`src/hw/mk14_consts.svh`:
```
// memory map and timing constants of the MK14 memory side, included by the RTL and testbench
`ifndef MK14_CONSTS_SVH
`define MK14_CONSTS_SVH

// page nibbles, bits 11:8 of the address
`define MK14_STD_PAGE 4'hF
`define MK14_EXT_PAGE 4'hB
`define MK14_DISP_PAGE0 4'h9
`define MK14_DISP_PAGE1 4'hD

// LED latch, full address in the upper display page
`define MK14_LED_ADDR 16'h0D08

// bytes in each of the standard and extension RAMs
`define MK14_RAM_DEPTH 256

// clock cycles per scan slot
`define MK14_SCAN_DIV 16

// seven-segment digits on the board
`define MK14_DIGITS 8

`endif

```
`src/hw/mk14_pkg.sv`:
```
// shared address, bus and display types, imported by the RTL and the testbench
`default_nettype none

`include "mk14_consts.svh"

package mk14_pkg;

	// address split into the fields the page decoder looks at
	typedef struct packed {
		logic [3:0] upper;
		logic [3:0] page;
		logic [7:0] offset;
	} mk14_addr_s;

	// same 16-bit word, raw or decoded
	typedef union packed {
		logic [15:0] word;
		mk14_addr_s f;
	} mk14_addr_u;

	// what the host holds stable during a handshake
	typedef struct packed {
		mk14_addr_u addr;
		logic we;
		logic [7:0] wdata;
	} host_req_t;

	// single-cycle access from the bridge into the memory unit
	typedef struct packed {
		logic valid;
		mk14_addr_u addr;
		logic we;
		logic [7:0] wdata;
	} core_bus_t;

	typedef struct packed {
		logic [7:0] seg;
		logic [`MK14_DIGITS-1:0] dig; // one-hot, zero when nothing shown yet
		logic [7:0] led;
	} disp_out_t;

endpackage

`default_nettype wire

```
`src/hw/display_scanner.sv`:
```
// walks the eight digits and the LED byte through the display read port and drives the outputs
`default_nettype none

`include "mk14_consts.svh"

module display_scanner (
	input wire logic clk,
	input wire logic rst,
	input wire logic scan_en,
	output logic disp_rd_en,
	output mk14_pkg::mk14_addr_u disp_addr,
	input wire logic [7:0] disp_rdata,
	output mk14_pkg::disp_out_t disp
);

	import mk14_pkg::*;

	localparam int SLOTS = `MK14_DIGITS + 1; // last slot is the LED byte
	localparam int SLOT_W = $clog2(SLOTS);
	localparam int DIV_W = $clog2(`MK14_SCAN_DIV);

	logic [DIV_W-1:0] div_cnt;
	logic [SLOT_W-1:0] slot;
	logic [SLOT_W-1:0] rd_slot;
	logic rd_q; // read data arrives this cycle

	always_ff @(posedge clk) begin
		if (rst || !scan_en) begin
			div_cnt <= '0;
			slot <= '0;
		end else if (div_cnt == DIV_W'(`MK14_SCAN_DIV - 1)) begin
			div_cnt <= '0;
			slot <= (slot == SLOT_W'(SLOTS - 1)) ? '0 : slot + 1'b1;
		end else begin
			div_cnt <= div_cnt + 1'b1;
		end
	end

	assign disp_rd_en = scan_en && div_cnt == '0;

	always_comb begin
		disp_addr.f.upper = 4'h0;
		disp_addr.f.page = `MK14_DISP_PAGE1;
		disp_addr.f.offset = 8'(slot); // slot 8 lands on the LED latch
	end

	always_ff @(posedge clk) begin
		if (rst) begin
			rd_q <= 1'b0;
		end else begin
			rd_q <= disp_rd_en;
		end
	end

	always_ff @(posedge clk) begin
		if (disp_rd_en) begin
			rd_slot <= slot;
		end
	end

	always_ff @(posedge clk) begin
		if (rst) begin
			disp <= '0;
		end else if (rd_q) begin
			if (rd_slot == SLOT_W'(`MK14_DIGITS)) begin
				disp.led <= disp_rdata; // digit select holds
			end else begin
				disp.seg <= disp_rdata;
				disp.dig <= `MK14_DIGITS'(1) << rd_slot;
			end
		end
	end

endmodule

`default_nettype wire

```
`config.mk`:
```
export PLATFORM = sky130hd
export DESIGN_NAME = display_scanner
export DESIGN_NICKNAME = d
export VERILOG_FILES = /design/src/hw/mk14_pkg.sv /design/src/hw/display_scanner.sv
export VERILOG_INCLUDE_DIRS = /design/src /design/src/hw
export SDC_FILE = /design/constraint.sdc
export NUM_CORES = 1
export LEC_CHECK = 0
export BUFFER_PORTS_ARGS = -buffer_cell sky130_fd_sc_hd__buf_2
export CAP_MARGIN = 10
export CORE_UTILIZATION = 35
export CTS_CLUSTER_DIAMETER = 100
export CTS_CLUSTER_SIZE = 14
export DETAILED_ROUTE_END_ITERATION = 8
export PLACE_DENSITY = 0.62
export SLEW_MARGIN = 20
export SYNTH_ARGS = -nofsm -noshare
export SYNTH_HDL_FRONTEND = slang
export SYNTH_SLANG_ARGS = --single-unit
```
`constraint.sdc`:
```
create_clock -name clk -period 1.4 [get_ports clk]
set_input_delay 0.14 -clock clk [delete_from_list [all_inputs] [get_ports clk]]
set_output_delay 0.14 -clock clk [all_outputs]
set_load 0.02 [all_outputs]
```
==> results.ini <==
[run_status]
status = complete, but fails checks
violations = DRC

[detailed_routing]
wl_mm = 3.47
drt-initial-drc-count = 127
routed-via-count = 1418
ant_nets = 0
drtPass1Iterations = 6
viasPerCell = 5.03
drt-wirelength-per-cell_um = 12.3
drc = 12

[setup_path]
rr_endpoint = disp[22]
critPathCaptureType = output port
r2r_start = rd_slot[1]
r2r_cells = 5
arrival_ns = 1.22
rrSetupSlack_ns = 0.04
critPathKind = register to output port
crit_fanout = 3
start_kind = register
startpoint = div_cnt[1]
worstPathRequired_ns = 1.26

[global_routing]
grt_max_degree = 26
gr-usage-met3_pct = 4.84
first_global_vias = 1253
grt_use_met1_pct = 19.0
busiest_layer = met2
use_met2_pct = 22.2
antenna_found_initial = 0
track_usage_pct = 14.5
grt_pass1_wl_mm = 5.71
grt.overflow.total = 0

[worst_hold_path]
min_path_type = input port to register
whs_endpoint = disp[0]
worstHoldStart = disp_rdata[0]
min_path_cells = 3

[sta]
finalCritPeriodShare_pct = 97.5
clock.fmax_mhz = 733
period_minus_slack_ns = 1.36
setup_viol = 0
rsz0062_at_grt = true
finClkSkew_ns = 0.00778
maxSlewViolCount = 0
finalHoldViolations = 0

[yosys]
synth.cell_area_mm2 = 0.00165
ys_seq_elements = 37
synth_flop_cell = dfxtp_1
synth_warnings = 0
yosys.cell_count.top_type = dfxtp_1
yosysTopAreaCellShare_pct = 40.1
yosysTopAreaCell = dfxtp_1
avgSynthCellArea_um2 = 9.00
yosysSeqAreaShare_pct = 47.4
synthCells = 183
async_flop_share_pct = 0
synth_edf_count = 4
synth.distinct_cells = 35
synth_top_cells_by_count = dfxtp_1, a21oi_1, o21ai_0, nand3_1, buf_4
synth_area_leaders = dfxtp_1, a21oi_1, edfxtp_1, o21ai_0, nand3_1

[die]
core_mm2 = 0.00444
floorplan.initialDensity_pct = 37.0
rows = 24
io_pins = 52
die_w_um = 70.6
die_area_mm2 = 0.00498
die_y_um = 70.6

[clocking]
clk_latency_ns = 0.29
cts_root_buffer = clkbuf_8
cts_tree = built
cts_sinks = 37
cts-hold-fix-buffers = 0
clk_pin_slew_worst_paths_ns = 0.07
ctsHtreeMaxLevel = 2
cts_buffers = 5
ctsLongestPathBuffers = 2

[layout]
fillCellCount = 453
final_area_mm2 = 0.00208
drive_above_1_share_pct = 33.0
area_delta_synth_final_pct = 26.1
nets = 245
antenna_cells = 0

[placed_design]
port_buffers = 39
dpl-instance-area_mm2 = 0.00190
place_congestion = 0.775
dp_hpwl_mm = 2.44

[power]
power.leakage_nw = 0.850
ir_worst_vdd_v = 0.000504
total_power_mw = 2.23
power_density_mw_per_mm2 = 1070

[flow_run]
drv_cap = 0

## sequential cells by signal, indices dropped and copies added (netlist names)
signal,count
slot,4
div_cnt,4
rd_slot,4
disp,24
rd_q,1
## cells by family after synthesis
kind of cell    share of synthesized area, %
compound gates                          19.4
simple gates                            17.6
flops                                   47.4
buf+inv                                 11.6
fa+ha+maj                               3.04
other cells                            0.456
xor+xnor                               0.532
## worst max-delay path, stage by stage, from the launching register on
cell	delay (ns)
dfxtp_2	0.33
inv_2	0.07
ha_4	0.12
nor4bb_4	0.22
buf_4	0.19
## layer usage
layer / wire length [um] / up-vias
met5: 0 / -
met4: 40 / 0
met3: 273 / 5
met2: 1560 / 52
met1: 1600 / 645
li1: - / 716
## cell usage in the layout, fill, tap and decap left out, types with 5 or more instances in the layout
master    instances
nand2_1           6
inv_1             5
a21oi_1          30
nand3_1          16
clkbuf_8          5
buf_2            38
buf_4            15
dfxtp_1          31
conb_1           12
o21ai_0          21
## report_power, final
part,switching (mW),internal (mW)
logic,0.150,0.0860
clock network,0.366,0.518
registers,0.0135,1.10
## worst max path at each step
stage            endpoint  slack (ns)  cells past startpoint
6_report       disp_rd_en        0.04                      4
5_1_grt          disp[22]        -0.1                      5
4_1_cts        disp_rd_en       0.001                      4
3_5_place_dp     disp[16]       0.004                      3
3_3_place_gp     disp[16]        0.02                      3
2_1_floorplan    disp[16]       0.001                      5
## through the flow
stage	utilization (%)	hold WS [ns]	cells	setup TNS (ns)	setup WS [ns]
final	46.7	0.112	282	0	0.0355
after global routing	46.7	0.113	282	-0.583	-0.0972
after CTS	45.3	0.104	279	0	0.00112
after detailed placement	42.8	0.414	272	0	0.00369
after global placement	42.8	0.411	272	0	0.0194
after floorplan	-	0.288	193	0	0.00138
## layout make-up
class	instances	area [um2]	share of cell area, %
clock buffers	5	68.8	3.31
clock inverters	2	35.0	1.69
inverters	7	26.3	1.27
multi-input cells	123	762	36.7
flip-flops and latches	37	783	37.7
well taps	52	65.1	3.13
repair buffers	56	337	16.2
## timing repair
action / 4_1_cts / 5_1_grt
setup endpoints to repair: 3 / 24
pin swaps: 0 / 4
setup buffers: 0 / 3
resized for setup: 4 / 14
Note: power is estimated with default switching activity, not from simulation.
