**src/hw/mk14_consts.svh**
```systemverilog
// memory map and timing constants of the MK14 memory side, included by the RTL and testbench
`ifndef MK14_CONSTS_SVH
`define MK14_CONSTS_SVH

// page nibbles, bits 11:8 of the address
`define MK14_STD_PAGE 4'hF
`define MK14_EXT_PAGE 4'hB
`define MK14_DISP_PAGE0 4'h9
`define MK14_DISP_PAGE1 4'hD

// LED latch, full address in the upper display page
`define MK14_LED_ADDR 16'h0D08

// bytes in each of the standard and extension RAMs
`define MK14_RAM_DEPTH 256

// clock cycles per scan slot
`define MK14_SCAN_DIV 16

// seven-segment digits on the board
`define MK14_DIGITS 8

`endif

```
**src/hw/mk14_pkg.sv**
```systemverilog
// shared address, bus and display types, imported by the RTL and the testbench
`default_nettype none

`include "mk14_consts.svh"

package mk14_pkg;

	// address split into the fields the page decoder looks at
	typedef struct packed {
		logic [3:0] upper;
		logic [3:0] page;
		logic [7:0] offset;
	} mk14_addr_s;

	// same 16-bit word, raw or decoded
	typedef union packed {
		logic [15:0] word;
		mk14_addr_s f;
	} mk14_addr_u;

	// what the host holds stable during a handshake
	typedef struct packed {
		mk14_addr_u addr;
		logic we;
		logic [7:0] wdata;
	} host_req_t;

	// single-cycle access from the bridge into the memory unit
	typedef struct packed {
		logic valid;
		mk14_addr_u addr;
		logic we;
		logic [7:0] wdata;
	} core_bus_t;

	typedef struct packed {
		logic [7:0] seg;
		logic [`MK14_DIGITS-1:0] dig; // one-hot, zero when nothing shown yet
		logic [7:0] led;
	} disp_out_t;

endpackage

`default_nettype wire

```
**src/hw/sdp_ram.sv**
```systemverilog
// simple dual-port RAM with registered read, instantiated for the standard and extension RAMs
`default_nettype none

module sdp_ram #(
	parameter int WIDTH = 8,
	parameter int DEPTH = 256
) (
	input wire logic clk,
	input wire logic we,
	input wire logic [$clog2(DEPTH)-1:0] waddr,
	input wire logic [$clog2(DEPTH)-1:0] raddr,
	input wire logic [WIDTH-1:0] wdata,
	output logic [WIDTH-1:0] rdata
);

	logic [WIDTH-1:0] mem [DEPTH];

	always_ff @(posedge clk) begin
		if (we) begin
			mem[waddr] <= wdata;
		end
		rdata <= mem[raddr]; // old data on a same-address write
	end

endmodule

`default_nettype wire

```
**src/hw/mk14_mmu.sv**
```systemverilog
// memory unit: page decode, both RAMs, display digits with auto-dim, LED latch and keyboard rows
`default_nettype none

`include "mk14_consts.svh"

module mk14_mmu (
	input wire logic clk,
	input wire logic rst,
	input wire mk14_pkg::core_bus_t core,
	output logic [7:0] core_rdata,
	input wire logic disp_rd_en,
	input wire mk14_pkg::mk14_addr_u disp_addr,
	output logic [7:0] disp_rdata,
	input wire logic kbd_en,
	input wire logic [2:0] kbd_row,
	input wire logic [2:0] kbd_bit,
	input wire logic kbd_pressed
);

	import mk14_pkg::*;

	localparam logic [1:0] SEL_ZERO = 2'd0;
	localparam logic [1:0] SEL_STD = 2'd1;
	localparam logic [1:0] SEL_EXT = 2'd2;
	localparam logic [1:0] SEL_KBD = 2'd3;

	logic std_sel;
	logic ext_sel;
	logic disp_sel;
	logic led_hit;
	logic digit_hit;
	logic wr;
	logic [2:0] idx; // digit or keyboard row

	logic [7:0] std_rdata;
	logic [7:0] ext_rdata;
	logic [1:0] rd_sel;
	logic [7:0] kbd_q;

	logic [7:0] digits [`MK14_DIGITS];
	logic [`MK14_DIGITS-1:0] shown;
	logic [7:0] leds;
	logic [7:0] kbd_rows [8];

	logic disp_led;
	logic disp_digit;
	logic [2:0] disp_idx;

	// the upper nibble is ignored, as on the board
	assign std_sel = core.addr.f.page == `MK14_STD_PAGE;
	assign ext_sel = core.addr.f.page == `MK14_EXT_PAGE;
	assign disp_sel = core.addr.f.page == `MK14_DISP_PAGE0 ||
		core.addr.f.page == `MK14_DISP_PAGE1;
	assign led_hit = core.addr.word == `MK14_LED_ADDR;
	assign digit_hit = core.addr.f.offset < `MK14_DIGITS;
	assign idx = core.addr.f.offset[2:0];
	assign wr = core.valid && core.we;

	sdp_ram #(
		.WIDTH(8),
		.DEPTH(`MK14_RAM_DEPTH)
	) std_ram (
		.clk(clk),
		.we(wr && std_sel),
		.waddr(core.addr.f.offset),
		.raddr(core.addr.f.offset),
		.wdata(core.wdata),
		.rdata(std_rdata)
	);

	sdp_ram #(
		.WIDTH(8),
		.DEPTH(`MK14_RAM_DEPTH)
	) ext_ram (
		.clk(clk),
		.we(wr && ext_sel),
		.waddr(core.addr.f.offset),
		.raddr(core.addr.f.offset),
		.wdata(core.wdata),
		.rdata(ext_rdata)
	);

	// core read source, picked at the access edge
	always_ff @(posedge clk) begin
		if (rst) begin
			rd_sel <= SEL_ZERO;
		end else if (core.valid && !core.we) begin
			if (std_sel) begin
				rd_sel <= SEL_STD;
			end else if (ext_sel) begin
				rd_sel <= SEL_EXT;
			end else if (disp_sel && digit_hit) begin
				rd_sel <= SEL_KBD;
			end else begin
				rd_sel <= SEL_ZERO; // unmapped, LED included
			end
		end
	end

	always_ff @(posedge clk) begin
		if (core.valid && !core.we) begin
			kbd_q <= kbd_rows[idx];
		end
	end

	always_comb begin
		case (rd_sel)
			SEL_STD: core_rdata = std_rdata;
			SEL_EXT: core_rdata = ext_rdata;
			SEL_KBD: core_rdata = kbd_q;
			default: core_rdata = 8'h00;
		endcase
	end

	assign disp_led = disp_addr.word == `MK14_LED_ADDR;
	assign disp_digit = disp_addr.f.offset < `MK14_DIGITS;
	assign disp_idx = disp_addr.f.offset[2:0];

	always_ff @(posedge clk) begin
		if (rst) begin
			shown <= '0;
			leds <= 8'h00;
		end else begin
			if (disp_rd_en && !disp_led && disp_digit) begin
				shown[disp_idx] <= 1'b0; // dims after one read
			end
			if (wr && disp_sel) begin
				if (led_hit) begin
					leds <= core.wdata;
				end else if (digit_hit) begin
					shown[idx] <= 1'b1; // a write at the same edge wins
				end
			end
		end
	end

	always_ff @(posedge clk) begin
		if (wr && disp_sel && !led_hit && digit_hit) begin
			digits[idx] <= core.wdata;
		end
	end

	always_ff @(posedge clk) begin
		if (disp_rd_en) begin
			if (disp_led) begin
				disp_rdata <= leds;
			end else if (disp_digit && shown[disp_idx]) begin
				disp_rdata <= digits[disp_idx];
			end else begin
				disp_rdata <= 8'h00;
			end
		end
	end

	// rows are active low, a press pulls the bit down
	always_ff @(posedge clk) begin
		if (rst) begin
			for (int i = 0; i < 8; i++) begin
				kbd_rows[i] <= 8'hFF;
			end
		end else if (kbd_en) begin
			kbd_rows[kbd_row][kbd_bit] <= !kbd_pressed;
		end
	end

endmodule

`default_nettype wire

```
**config.mk**
```make
export PLATFORM = sky130hd
export DESIGN_NAME = mk14_mmu
export DESIGN_NICKNAME = d
export VERILOG_FILES = /design/src/hw/mk14_pkg.sv /design/src/hw/sdp_ram.sv /design/src/hw/mk14_mmu.sv
export VERILOG_INCLUDE_DIRS = /design/src /design/src/hw
export SDC_FILE = /design/constraint.sdc
export NUM_CORES = 2
export LEC_CHECK = 0
export BUFFER_PORTS_ARGS = -buffer_cell sky130_fd_sc_hd__buf_2
export CAP_MARGIN = 20
export CORE_ASPECT_RATIO = 1.4
export CORE_MARGIN = 1
export CORE_UTILIZATION = 35
export CTS_CLUSTER_SIZE = 28
export DETAILED_ROUTE_END_ITERATION = 12
export GPL_TIMING_DRIVEN = 0
export SLEW_MARGIN = 20
export SYNTH_ARGS = -nofsm -noshare
export SYNTH_HDL_FRONTEND = slang
export SYNTH_MEMORY_MAX_BITS = 65536
export SYNTH_SLANG_ARGS = --single-unit
```
**constraint.sdc**
```tcl
create_clock -name clk -period 5.1 [get_ports clk]
set_input_delay 1.02 -clock clk [delete_from_list [all_inputs] [get_ports clk]]
set_output_delay 1.02 -clock clk [all_outputs]
set_load 0.01 [all_outputs]
```
==> results by group <==
Clocking
  – Worst-path clk slew: 70 ps
  – TritonCTS Buffers: 372
  – CTS sink count: 4,274
  – CTS tree: yes
  – Max Root-Sink Buffers: 4
  – CTS root buffer: clkbuf_16
  – Post-CTS setup buffers: 0
  – Worst skew pair latency: 980 ps
  – H-Tree Depth: 5

GRT
  – Antenna violations before repair: 56
  – Overall Global Routing Usage: 21.5%
  – GR Overflow Total: 0
  – Vias in the first global route: 85,000
  – Largest net degree at the start of global routing: 135
  – First-pass GRT wire length: 700,000 um

Critical path
  – Req. time, crit path: 5700 ps
  – Worst r2r src: ext_ram.mem[91][5]
  – FF-to-FF path depth: 5
  – FF-to-FF setup slack: 1700 ps
  – Crit path kind: input pin to flip-flop
  – Largest fanout on the critical path: 12
  – Reg2reg end: ext_ram.rdata[5]
  – CP arrival: 5960 ps
  – Startpoint Class: input pin
  – Endpoint class of the critical path: flip-flop

Timing
  – FMAX: 0.187 GHz
  – RSZ-0062 raised after global routing: true
  – Clk_skew: 33.2 ps
  – Slew @ Worst Pin: 1350 ps
  – Slew Viols, Final: 0
  – Final worst slack: -255 ps
  – Final worst path period share: 105%
  – Hold WS: 400 ps
  – Final hold violation count: 0
  – Finish-stage setup viols: 427
  – Slew HR: 8.92%
  – Period minus WS final: 5350 ps

Floorplan
  – Initial Util: 35.1%
  – Io pins: 69
  – Core area: 467,000 um^2
  – Die area: 472,000 um^2
  – Die outline width: 581 um
  – Die Height: 812 um
  – Floorplan row count: 297

Yosys
  – Number of synthesized register bits: 4,274
  – Synth Flop Type: edfxtp_1
  – Register area share after synthesis: 78.0%
  – Post-Syn Area: 164,000 um^2
  – Synthesized area per cell: 21.5 um^2
  – Synth Warn #: 0
  – EDFF count, synth: 4,240
  – Post-Synthesis Cells: 7,625
  – Synth unique cells: 46
  – Async set-reset flop share out of synthesis: 0%
  – Synth Net Count: 7,678

Routing
  – Via Count: 83,500
  – Drt drc: 0
  – Detailed Route Iter0 Violations: 11,000
  – Vias/cell: 5.71
  – Drt total wl: 517,000 um
  – DR WL/cell: 35.3 um
  – Total iterations of the first detailed-routing run: 6
  – Final ANT Viol Nets: 0

Min path
  – Worst Hold Launch: core[2]
  – Worst hold path class: input pin to flip-flop
  – Hold path depth: 1
  – Hold worst-path end: std_ram.mem[71][2]

Finish
  – Design area: 187,000 um^2
  – Share of cells above drive strength 1: 25.9%
  – Synth-to-Final Area Change: 14.0%
  – Final Util: 40.1%
  – Fin nets: 8,209

Placement
  – Detailed Place HPWL: 362,000 um
  – Placed Instance Area: 175,000 um^2
  – RD Place Congestion: 1.01
  – PortBufs: 60
  – Post-Place Worst Slack: -1850 ps

Power
  – Leakage: 56.1 nW
  – Power per cell area: 379 nW/um^2
  – Peak VDD IR: 0.342 mV

Outcome
  – Failing checks: setup timing
  – Status: finished, violations left

Job
  – Max Cap Viol: 0
-- worst max-delay path, cell delays in order --
cell	delay, ps
buf_2	240
buf_6	300
buf_2	600
buf_2	580
nand2b_1	610
nor2_1	440
nand2_2	500
clkbuf_4	650
nor2_1	830
-- per-layer routing --
layer / part of all wire, % / GRT usage, %
met5: 0.030 / 0
met4: 9.5 / 18.1
met3: 8.3 / 4.85
met2: 50 / 36.2
met1: 33 / 23.1
-- kinds of logic after synthesis --
kind of cell,share of synthesized area (%)
AOI/OAI and AO/OA,3.94
muxes,14.7
DFF,78.0
and+or+nand+nor,2.03
buffers and inverters,1.40
-- sequential cells by signal, indices dropped and copies added, names as in the netlist --
signal	count
digits	64
kbd_q	8
std_ram.rdata	8
leds	8
disp_rdata	8
kbd_rows	64
ext_ram.rdata	8
shown	8
rd_sel	2
std_ram.mem	2048
ext_ram.mem	2048
-- Yosys cell counts (7+ instances only) --
library cell	number	area [um^2]
and2_1	7	43.8
mux4_2	1052	23700
o21ai_0	20	100
buf_6	24	270
o21bai_1	32	240
o41ai_1	64	561
nor2_1	545	2050
nand4_1	17	106
nand3_1	38	190
nor2b_1	15	93.8
edfxtp_1	4240	127000
buf_1	64	240
dfxtp_1	34	681
mux2_2	18	203
buf_4	20	150
buf_2	98	490
nand2b_1	10	62.6
a21o_1	32	240
mux2i_1	17	170
nor3_1	11	55.1
nand2_1	129	484
or2_2	8	50.1
a22o_1	10	87.6
a22oi_1	513	3850
clkbuf_1	296	1110
inv_1	10	37.5
a21oi_1	267	1340
-- final cells by class --
class	instances	area, um^2
Multi-Input combinational cell	2839	34600
Clock buffer	447	9760
Tap cell	6129	7670
Inverter	10	37.5
Clock inverter	228	2170
Fill cell	40600	280000
Antenna cell	42	105
Sequential cell	4274	128000
Buffer	500	2410
Timing Repair Buffer	159	2420
-- metrics by stage --
step                      power [mW]  setup TNS, ps  instances
after floorplan                 41.1              0       7625
after global placement          43.2              -      13800
after detailed placement        43.2       -3330870      13900
after CTS                       71.2         -22720      14600
after global routing            72.4          -5250      14600
final                           71.0         -30440      14600
-- worst max path at each step --
| stage | from | cells after the start | to |
|---|---|---|---|
| after CTS | core[12] | 8 | ext_ram.mem[233][0] |
| after global placement | core[2] | 1 | ext_ram.mem[168][2] |
| final | core[9] | 9 | ext_ram.mem[165][3] |
| after floorplan | core[9] | 10 | ext_ram.mem[103][0] |
| after global routing | core[9] | 9 | ext_ram.mem[165][0] |
| after detailed placement | core[10] | 8 | ext_ram.mem[174][4] |
-- repair_timing --
action,4_1_cts,5_1_grt
endpoints found under the setup margin,1701,284
gates resized for setup,125,9
hold buffers,0,0
-- cells in the final DEF, fill, tap and decap left out, drive strengths merged, types with 7 or more instances in the layout --
master | synthesis | final
a21o | 32 | 32
a21oi | 267 | 267
a22o | 10 | 10
a22oi | 513 | 513
and2 | 7 | 7
buf | 206 | 364
bufinv | 0 | 38
clkbuf | 296 | 742
clkinv | 0 | 159
clkinvlp | 0 | 20
dfxtp | 34 | 34
diode | 0 | 42
edfxtp | 4240 | 4240
inv | 10 | 21
mux2 | 18 | 18
mux2i | 17 | 17
mux4 | 1052 | 1052
nand2 | 129 | 129
nand2b | 10 | 10
nand3 | 38 | 38
nand4 | 17 | 17
nor2 | 545 | 545
nor2b | 15 | 15
nor3 | 11 | 11
o21ai | 20 | 20
o21bai | 32 | 32
o41ai | 64 | 64
or2 | 8 | 8
-- where the power goes --
part / total [mW] / switching [mW] / internal [mW]
registers: 38.7 / 0.0313 / 38.6
clock network: 28.5 / 12.9 / 15.6
logic: 3.81 / 2.60 / 1.21
Power figures use the tool's default switching activity.
