<file path="config.mk">
export PLATFORM = sky130hd
export DESIGN_NAME = host_bridge
export DESIGN_NICKNAME = d
export VERILOG_FILES = /design/src/hw/mk14_pkg.sv /design/src/hw/host_bridge.sv
export VERILOG_INCLUDE_DIRS = /design/src /design/src/hw
export SDC_FILE = /design/constraint.sdc
export NUM_CORES = 1
export LEC_CHECK = 0
export CORE_MARGIN = 2
export CORE_UTILIZATION = 53
export DETAILED_ROUTE_END_ITERATION = 10
export DONT_BUFFER_PORTS = 1
export HOLD_SLACK_MARGIN = 0.02
export PLACE_DENSITY = 0.68
export SLEW_MARGIN = 0
export SYNTH_ARGS = -nofsm -noshare
export SYNTH_HDL_FRONTEND = slang
export SYNTH_SLANG_ARGS = --single-unit
</file>
<file path="constraint.sdc">
create_clock -name clk -period 3.62 [get_ports clk]
set_input_delay 0.724 -clock clk [delete_from_list [all_inputs] [get_ports clk]]
set_output_delay 0.724 -clock clk [all_outputs]
set_load 0.01 [all_outputs]
</file>
<file path="src/hw/mk14_consts.svh">
// memory map and timing constants of the MK14 memory side, included by the RTL and testbench
`ifndef MK14_CONSTS_SVH
`define MK14_CONSTS_SVH

// page nibbles, bits 11:8 of the address
`define MK14_STD_PAGE 4'hF
`define MK14_EXT_PAGE 4'hB
`define MK14_DISP_PAGE0 4'h9
`define MK14_DISP_PAGE1 4'hD

// LED latch, full address in the upper display page
`define MK14_LED_ADDR 16'h0D08

// bytes in each of the standard and extension RAMs
`define MK14_RAM_DEPTH 256

// clock cycles per scan slot
`define MK14_SCAN_DIV 16

// seven-segment digits on the board
`define MK14_DIGITS 8

`endif

</file>
<file path="src/hw/mk14_pkg.sv">
// shared address, bus and display types, imported by the RTL and the testbench
`default_nettype none

`include "mk14_consts.svh"

package mk14_pkg;

	// address split into the fields the page decoder looks at
	typedef struct packed {
		logic [3:0] upper;
		logic [3:0] page;
		logic [7:0] offset;
	} mk14_addr_s;

	// same 16-bit word, raw or decoded
	typedef union packed {
		logic [15:0] word;
		mk14_addr_s f;
	} mk14_addr_u;

	// what the host holds stable during a handshake
	typedef struct packed {
		mk14_addr_u addr;
		logic we;
		logic [7:0] wdata;
	} host_req_t;

	// single-cycle access from the bridge into the memory unit
	typedef struct packed {
		logic valid;
		mk14_addr_u addr;
		logic we;
		logic [7:0] wdata;
	} core_bus_t;

	typedef struct packed {
		logic [7:0] seg;
		logic [`MK14_DIGITS-1:0] dig; // one-hot, zero when nothing shown yet
		logic [7:0] led;
	} disp_out_t;

endpackage

`default_nettype wire

</file>
<file path="src/hw/host_bridge.sv">
// four-phase req/ack host port, turns each handshake into one core access and returns the read byte
`default_nettype none

module host_bridge (
	input wire logic clk,
	input wire logic rst,
	input wire logic req,
	input wire mk14_pkg::host_req_t host_req,
	output logic ack,
	output logic [7:0] rdata,
	output mk14_pkg::core_bus_t core,
	input wire logic [7:0] core_rdata
);

	import mk14_pkg::*;

	typedef enum logic [2:0] {
		ST_IDLE,
		ST_ISSUE,
		ST_ACCESS,
		ST_CAPTURE,
		ST_HOLD
	} state_t;

	state_t state;
	logic core_valid;
	host_req_t pl_q; // request as sampled at the first req edge

	always_ff @(posedge clk) begin
		if (rst) begin
			state <= ST_IDLE;
			core_valid <= 1'b0;
			ack <= 1'b0;
		end else begin
			case (state)
				ST_IDLE: begin
					if (req && !ack) begin
						state <= ST_ISSUE;
					end
				end
				ST_ISSUE: begin
					core_valid <= 1'b1;
					state <= ST_ACCESS;
				end
				ST_ACCESS: begin
					core_valid <= 1'b0; // memory unit acts at this edge
					state <= ST_CAPTURE;
				end
				ST_CAPTURE: begin
					ack <= 1'b1;
					state <= ST_HOLD;
				end
				ST_HOLD: begin
					if (!req) begin // host has seen ack
						ack <= 1'b0;
						state <= ST_IDLE;
					end
				end
				default: state <= ST_IDLE;
			endcase
		end
	end

	always_ff @(posedge clk) begin
		if (state == ST_IDLE && req) begin
			pl_q <= host_req;
		end
		if (state == ST_CAPTURE) begin
			rdata <= core_rdata;
		end
	end

	always_comb begin
		core.valid = core_valid;
		core.addr = pl_q.addr;
		core.we = pl_q.we;
		core.wdata = pl_q.wdata;
	end

endmodule

`default_nettype wire

</file>
==> results of run 1 <==
==> registers in the layout, indices dropped and copies added, names as in the netlist <==
register / cells
core: 25
rdata: 8
state: 3
ack: 1
core_valid: 1
==> per-stage QoR <==
stage                     setup WS (ps)  std cells  hold WS (ps)  instance area (um^2)
after CTS                          2090         93           440                  1350
after detailed placement           2050         85           518                  1290
after global placement             2080         85           523                  1290
after global routing               2070         93           422                  1350
final                              2110         93           457                  1350
after floorplan                    1020         59           487                  1260
==> how the worst max path moves through the flow <==
stage | start | endpoint | slack, ps | cells past startpoint
finish | core[10] | core[10] | 2110 | 0
global route | core[15] | core[15] | 2070 | 0
CTS | core[10] | core[10] | 2090 | 0
detailed placement | req | core[0] | 2050 | 2
global placement | req | core[9] | 2080 | 2
floorplan | req | core[0] | 1020 | 1
==> layer usage <==
| layer | routed length, um | part of all wire [%] | GRT usage [%] |
|---|---|---|---|
| met1 | 671 | 34 | 14.5 |
| met2 | 1110 | 56 | 25.8 |
| met3 | 164 | 8.3 | 11.7 |
| met4 | 27 | 1.4 | 7.69 |
| met5 | 0 | 0 | 0 |
==> power by group <==
part	total [mW]	switching (mW)	internal, mW
clock	0.214	0.120	0.0941
sequential	0.555	0.0354	0.519
combinational	0.0332	0.0196	0.0136
total	0.802	0.175	0.627
==> cell families (layout without fill, tap and decap cells) <==
kind of cell / count (synthesis) / in the layout / share of synthesized area (%)
and+or+nand+nor: 9 / 9 / 5.90
buffers and inverters: 5 / 11 / 2.40
DFF: 38 / 38 / 87.2
xor gates and xnor gates: 1 / 1 / 0.700
AOI/OAI and AO/OA: 6 / 6 / 3.80
==> synth_stat cells, types with 2 or more instances <==
master / instances / area, um^2
edfxtp_1: 33 / 991
dfxtp_1: 5 / 100
buf_4: 3 / 22.5
inv_1: 2 / 7.51
nor2b_1: 2 / 12.5
nor3_1: 2 / 10.0
o21a_1: 2 / 15.0
o21bai_1: 2 / 15.0
==> layout make-up <==
| cell class | count | area [um^2] |
|---|---|---|
| inverters | 2 | 7.51 |
| fillers | 171 | 866 |
| multi-input cells | 16 | 145 |
| repair buffers | 1 | 7.51 |
| clock buffers | 7 | 55.1 |
| well taps | 28 | 35.0 |
| flip-flops and latches | 38 | 1090 |
| clock inverters | 1 | 5.00 |
==> metrics.md, run 1 <==
| Metric | Value |
|---|---|
| Post-CTS setup buffer count | 0 |
| Syn-to-layout area delta | 7.60% |
| Worst EP arrival | just under 800 ps |
| Maximum vdd drop | 0.367 mV |
| Worst-Skew Late Latency | between 300 and 400 ps |
| CP Max Fanout | 1 |
| Post-synthesis cell area | approximately 1300 um^2 |
| Setup_tns | 0 ps |
| Clk sinks | 38 |
| Power per Cell Area | 596 nW/um^2 |
| Post-Syn Nets | between 90 and 100 |
| Slew Viols, Final | 0 |
| Most used DFF post-synth | edfxtp_1 |
| Area of the core | approximately 2200 um^2 |
| CTS root buf | clkbuf_4 |
| Most common cell after layout, fill and taps aside | edfxtp_1 |
| Cts repair resizes | 0 |
| CP Class | reg -> out |
| Worst hold stages | 1 |
| Unique masters post-synth | 16 |
| Sequential element share of the synthesized area | between 80% and 90% |
| Layout net count | 100 |
| Htree depth | 2 |
| Worst r2r src | state[0] |
| Final setup fails | 0 |
| Global-route wire length before repair | around 2.8 mm |
| IO Count | 71 |
| HP Class | in -> reg |
| Final worst path period share | between 40% and 50% |
| Total gr overflow | 0 |
| Synth Instances | 59 |
| Largest net degree at the start of global routing | 26 |
| # diodes | 0 |
| Outcome | completed |
| Post-synth EDFFs | 33 |
| CP Data Required Time | 2900 ps |
| Worst reg2reg setup slack | 2240 ps |
| Worst reg-to-reg path cell count | 2 |
| Post-Syn Area per Cell | 21.2 um^2 |
| Leakage | ~0.45 nW |
| Post-layout util | between 60 and 70% |
| Post-synth ARST share | 0% |
| Dpl hpwl | roughly 1.5 mm |
| Most frequent cells in the layout | 33 x edfxtp_1, 5 x dfxtp_1, 5 x clkbuf_4 |
| IO buf count | 0 |
| Initial antenna violation count | 0 |
| Chip Width | ~53 um |
| Final WL | ~2 mm |
| Clock Pin Slew Worst Setup and Hold Paths | about 100 ps |
| Drt via density | approximately 5.6 |
| Setup Skew | 12.4 ps |
| Initial Utilization | 56.6% |
| Vias in the first global route | between 500 and 600 |
| Chip height | 52.6 um |
| Max-slew headroom | between 70% and 80% |
| Highest Clock Rate | about 0.66 GHz |
| Max cap viols | 0 |
| RR Endpoint | core[18] |
| Ys Warns | 0 |
| GR Util All Layers | between 10% and 20% |
| RSZ-0062 raised after global routing | false |
| Via count | 523 |
| Routed Antenna Nets | 0 |
| Min-Delay Endpoint | state[1] |
| DRC viols | 0 |
| Layout cells sized above 1 | between 10% and 20% |
| Total die area | ~2800 um^2 |
| Final Wtd Congestion | 0.581 |
| Worst-Margin Slew | approximately 360 ps |
| Hold buffers post-CTS | 0 |
| Min-delay src | rst |
| Hold Vio Cnt, Final | 0 |
| #FFs+latches synth | 38 |
| CP Capture Type | output pin |
| Std cell rows | 17 |
| Drt wl/cell | between 20 and 25 um |
| CTS tree | built |
| Num CTS Buffers | 5 |
| CTS Buffer Depth | 2 |
| Total power | approximately 0.80 mW |
| Iteration-0 DRC Markers | 4 |
| Final worst path period need | around 1500 ps |
| Pre-antenna DRT Iters | 4 |
| Nature of the critical path startpoint | flip-flop |
Power figures use the tool's default switching activity.
==> inputs of run 2 (changes only) <==
==> constraint.sdc (replaced) <==
create_clock -name clk -period 1.23 [get_ports clk]
set_input_delay 0.246 -clock clk [delete_from_list [all_inputs] [get_ports clk]]
set_output_delay 0.246 -clock clk [all_outputs]
set_load 0.01 [all_outputs]
==> run 2 against run 1 <==
Against the previous run:
- combinational power increased to 7.0 times the previous value
- register-to-register slack got worse by 2200 ps
- setup slack got worse by 2100 ps
- critical path type is now reg -> reg
- final cell count increased by 42%
- critical endpoint is now core[11]
- die area unchanged
- global-route usage increased by 3.2 points
- hold slack got worse by 400 ps
- first-iteration DRC count increased to 3.5 times the previous value
- wire length increased by 20%
- total power increased to 3.1 times the previous value
- largest power group unchanged
==> metrics.md, run 2 (same netlist as run 1, synthesis figures left out) <==
| Metric | Value |
|---|---|
| IO buf count | 0 |
| Hold Vio Cnt, Final | 0 |
| Max cap viols | 0 |
| CTS Buffer Depth | 2 |
| Total die area | 2770 um^2 |
| Min-delay src | rst |
| Slowest CP cell | dfxtp_1 |
| Largest register FFs | 25 |
| Dpl ws | 18.9 ps |
| Setup Skew | approximately 5 ps |
| WP depth | 2 |
| Slowest stage delay, CP | between 300 and 400 ps |
| Outcome | completed |
| Worst-Margin Slew | between 200 and 250 ps |
| CP Class | reg -> reg |
| CTS tree | built |
| Most common cell after layout, fill and taps aside | dlygate4sd3_1 |
| Top delay family on crit path | flip-flops |
| Global-route wire length before repair | ~3.4 mm |
| Chip Width | approximately 53 um |
| Final Wtd Congestion | 0.732 |
| Slew Viols, Final | 0 |
| CP Capture Type | flip-flop |
| GR Util All Layers | between 10% and 20% |
| Clock Pin Slew Worst Setup and Hold Paths | roughly 100 ps |
| Nature of the critical path startpoint | flip-flop |
| Worst reg2reg setup slack | roughly 40 ps |
| Area of the multi-input gates | about 150 um^2 |
| Layout net count | 139 |
| Power per Cell Area | approximately 1400 nW/um^2 |
| Worst setup margin | 39.9 ps |
| Leakage | 0.619 nW |
| Drt wl/cell | around 18 um |
| Worst hold stages | 2 |
| Worst reg-to-reg path cell count | 2 |
| Num CTS Buffers | 5 |
| HP Class | in -> reg |
| Largest net degree at the start of global routing | 16 |
| Max-slew headroom | between 80% and 90% |
| Final worst path period share | between 90% and 100% |
| CP Data Required Time | 1270 ps |
| Initial Utilization | between 50% and 60% |
| Dpl hpwl | between 1 and 1.5 mm |
| Clk sinks | 38 |
| Filler cells | approximately 130 |
| RR Endpoint | core[11] |
| Chip height | 52.6 um |
| DRC viols | 0 |
| IO Count | 71 |
| Cell Chain, Critical Path | nor4b_4 > buf_6 |
| Final worst path period need | approximately 1200 ps |
| Worst EP arrival | 1230 ps |
| Hold WS | 57.7 ps |
| Std cell rows | 17 |
| Syn-to-layout area delta | 39.1% |
| Worst-Skew Late Latency | around 330 ps |
| CP Max Fanout | 15 |
| Maximum vdd drop | between 0.9 and 1 mV |
| Area of the core | between 2000 and 2500 um^2 |
| RSZ-0062 raised after global routing | false |
| Worst r2r src | state[1] |
| Final WL | roughly 2.4 mm |
| Drt via density | between 5 and 6 |
| Final setup fails | 0 |
| Layout cells sized above 1 | 14.4% |
| Pre-antenna DRT Iters | 4 |
| Vias in the first global route | approximately 670 |
| Iteration-0 DRC Markers | 14 |
| # diodes | 0 |
| Buf+Inv Stages, Crit Path | 1 |
| Initial antenna violation count | 0 |
| Htree depth | 2 |
| Most frequent cells in the layout | 34 x dlygate4sd3_1, 33 x edfxtp_1, 5 x dfxtp_1, 5 x clkbuf_4, 4 x buf_4 |
| Min-Delay Endpoint | state[0] |
| Via count | around 690 |
| CTS root buf | clkbuf_4 |
| Total gr overflow | 0 |
| Reg area | between 1000 and 1500 um^2 |
| Routed Antenna Nets | 0 |
| Highest Clock Rate | 0.840 GHz |
==> run 2: worst reg2reg max path: stages (launching register included) <==
cell and delay, ps:
dfxtp_1 360, nor4b_4 310, buf_6 230
==> run 2: repair_timing <==
action,in CTS,in global routing
resized for setup,0,1
hold buffers,34,0
setup endpoints to repair,0,15
setup buffers,0,0
hold endpoints to repair,34,0
==> run 2: through the flow <==
stage | std cells | TNS [ps] | instance area, um^2 | total power [mW] | util, %
final | 132 | 0 | 1740 | 2.48 | 78.7
after global routing | 132 | 0 | 1740 | 2.59 | 78.7
after CTS | 132 | 0 | 1740 | 2.50 | 78.5
after detailed placement | 90 | 0 | 1340 | 1.79 | 60.4
after global placement | 90 | 0 | 1340 | 1.78 | 60.4
after floorplan | 59 | -13720 | 1270 | 1.75 | -
==> run 2: area by class of cell <==
cell class | instances | share of cell area (%)
Sequential cell | 38 | 62.7
Timing Repair Buffer | 40 | 23.1
Multi-Input combinational cell | 16 | 8.34
Clock buffer | 7 | 3.16
Tap cell | 28 | 2.01
Inverter | 2 | 0.431
Clock inverter | 1 | 0.288
==> run 2: report_power, final <==
| part | internal, mW | switching, mW |
|---|---|---|
| clock | 0.277 | 0.356 |
| combinational | 0.137 | 0.0950 |
| sequential | 1.53 | 0.0916 |
| total | 1.94 | 0.543 |
==> run 2: how the worst max path moves through the flow <==
stage	to	startpoint	slack, ps
6_report	core[11]	state[1]	40
5_1_grt	core[7]	state[1]	1
3_3_place_gp	core[18]	state[1]	50
4_1_cts	core[11]	state[1]	4
3_5_place_dp	core[11]	state[1]	20
2_1_floorplan	core[0]	state[1]	-550
==> run 2: layer usage <==
layer	global-route usage, %	wire, um
met3	9.43	171
met2	33.1	1290
met5	0	0
met1	18.4	861
met4	9.83	62
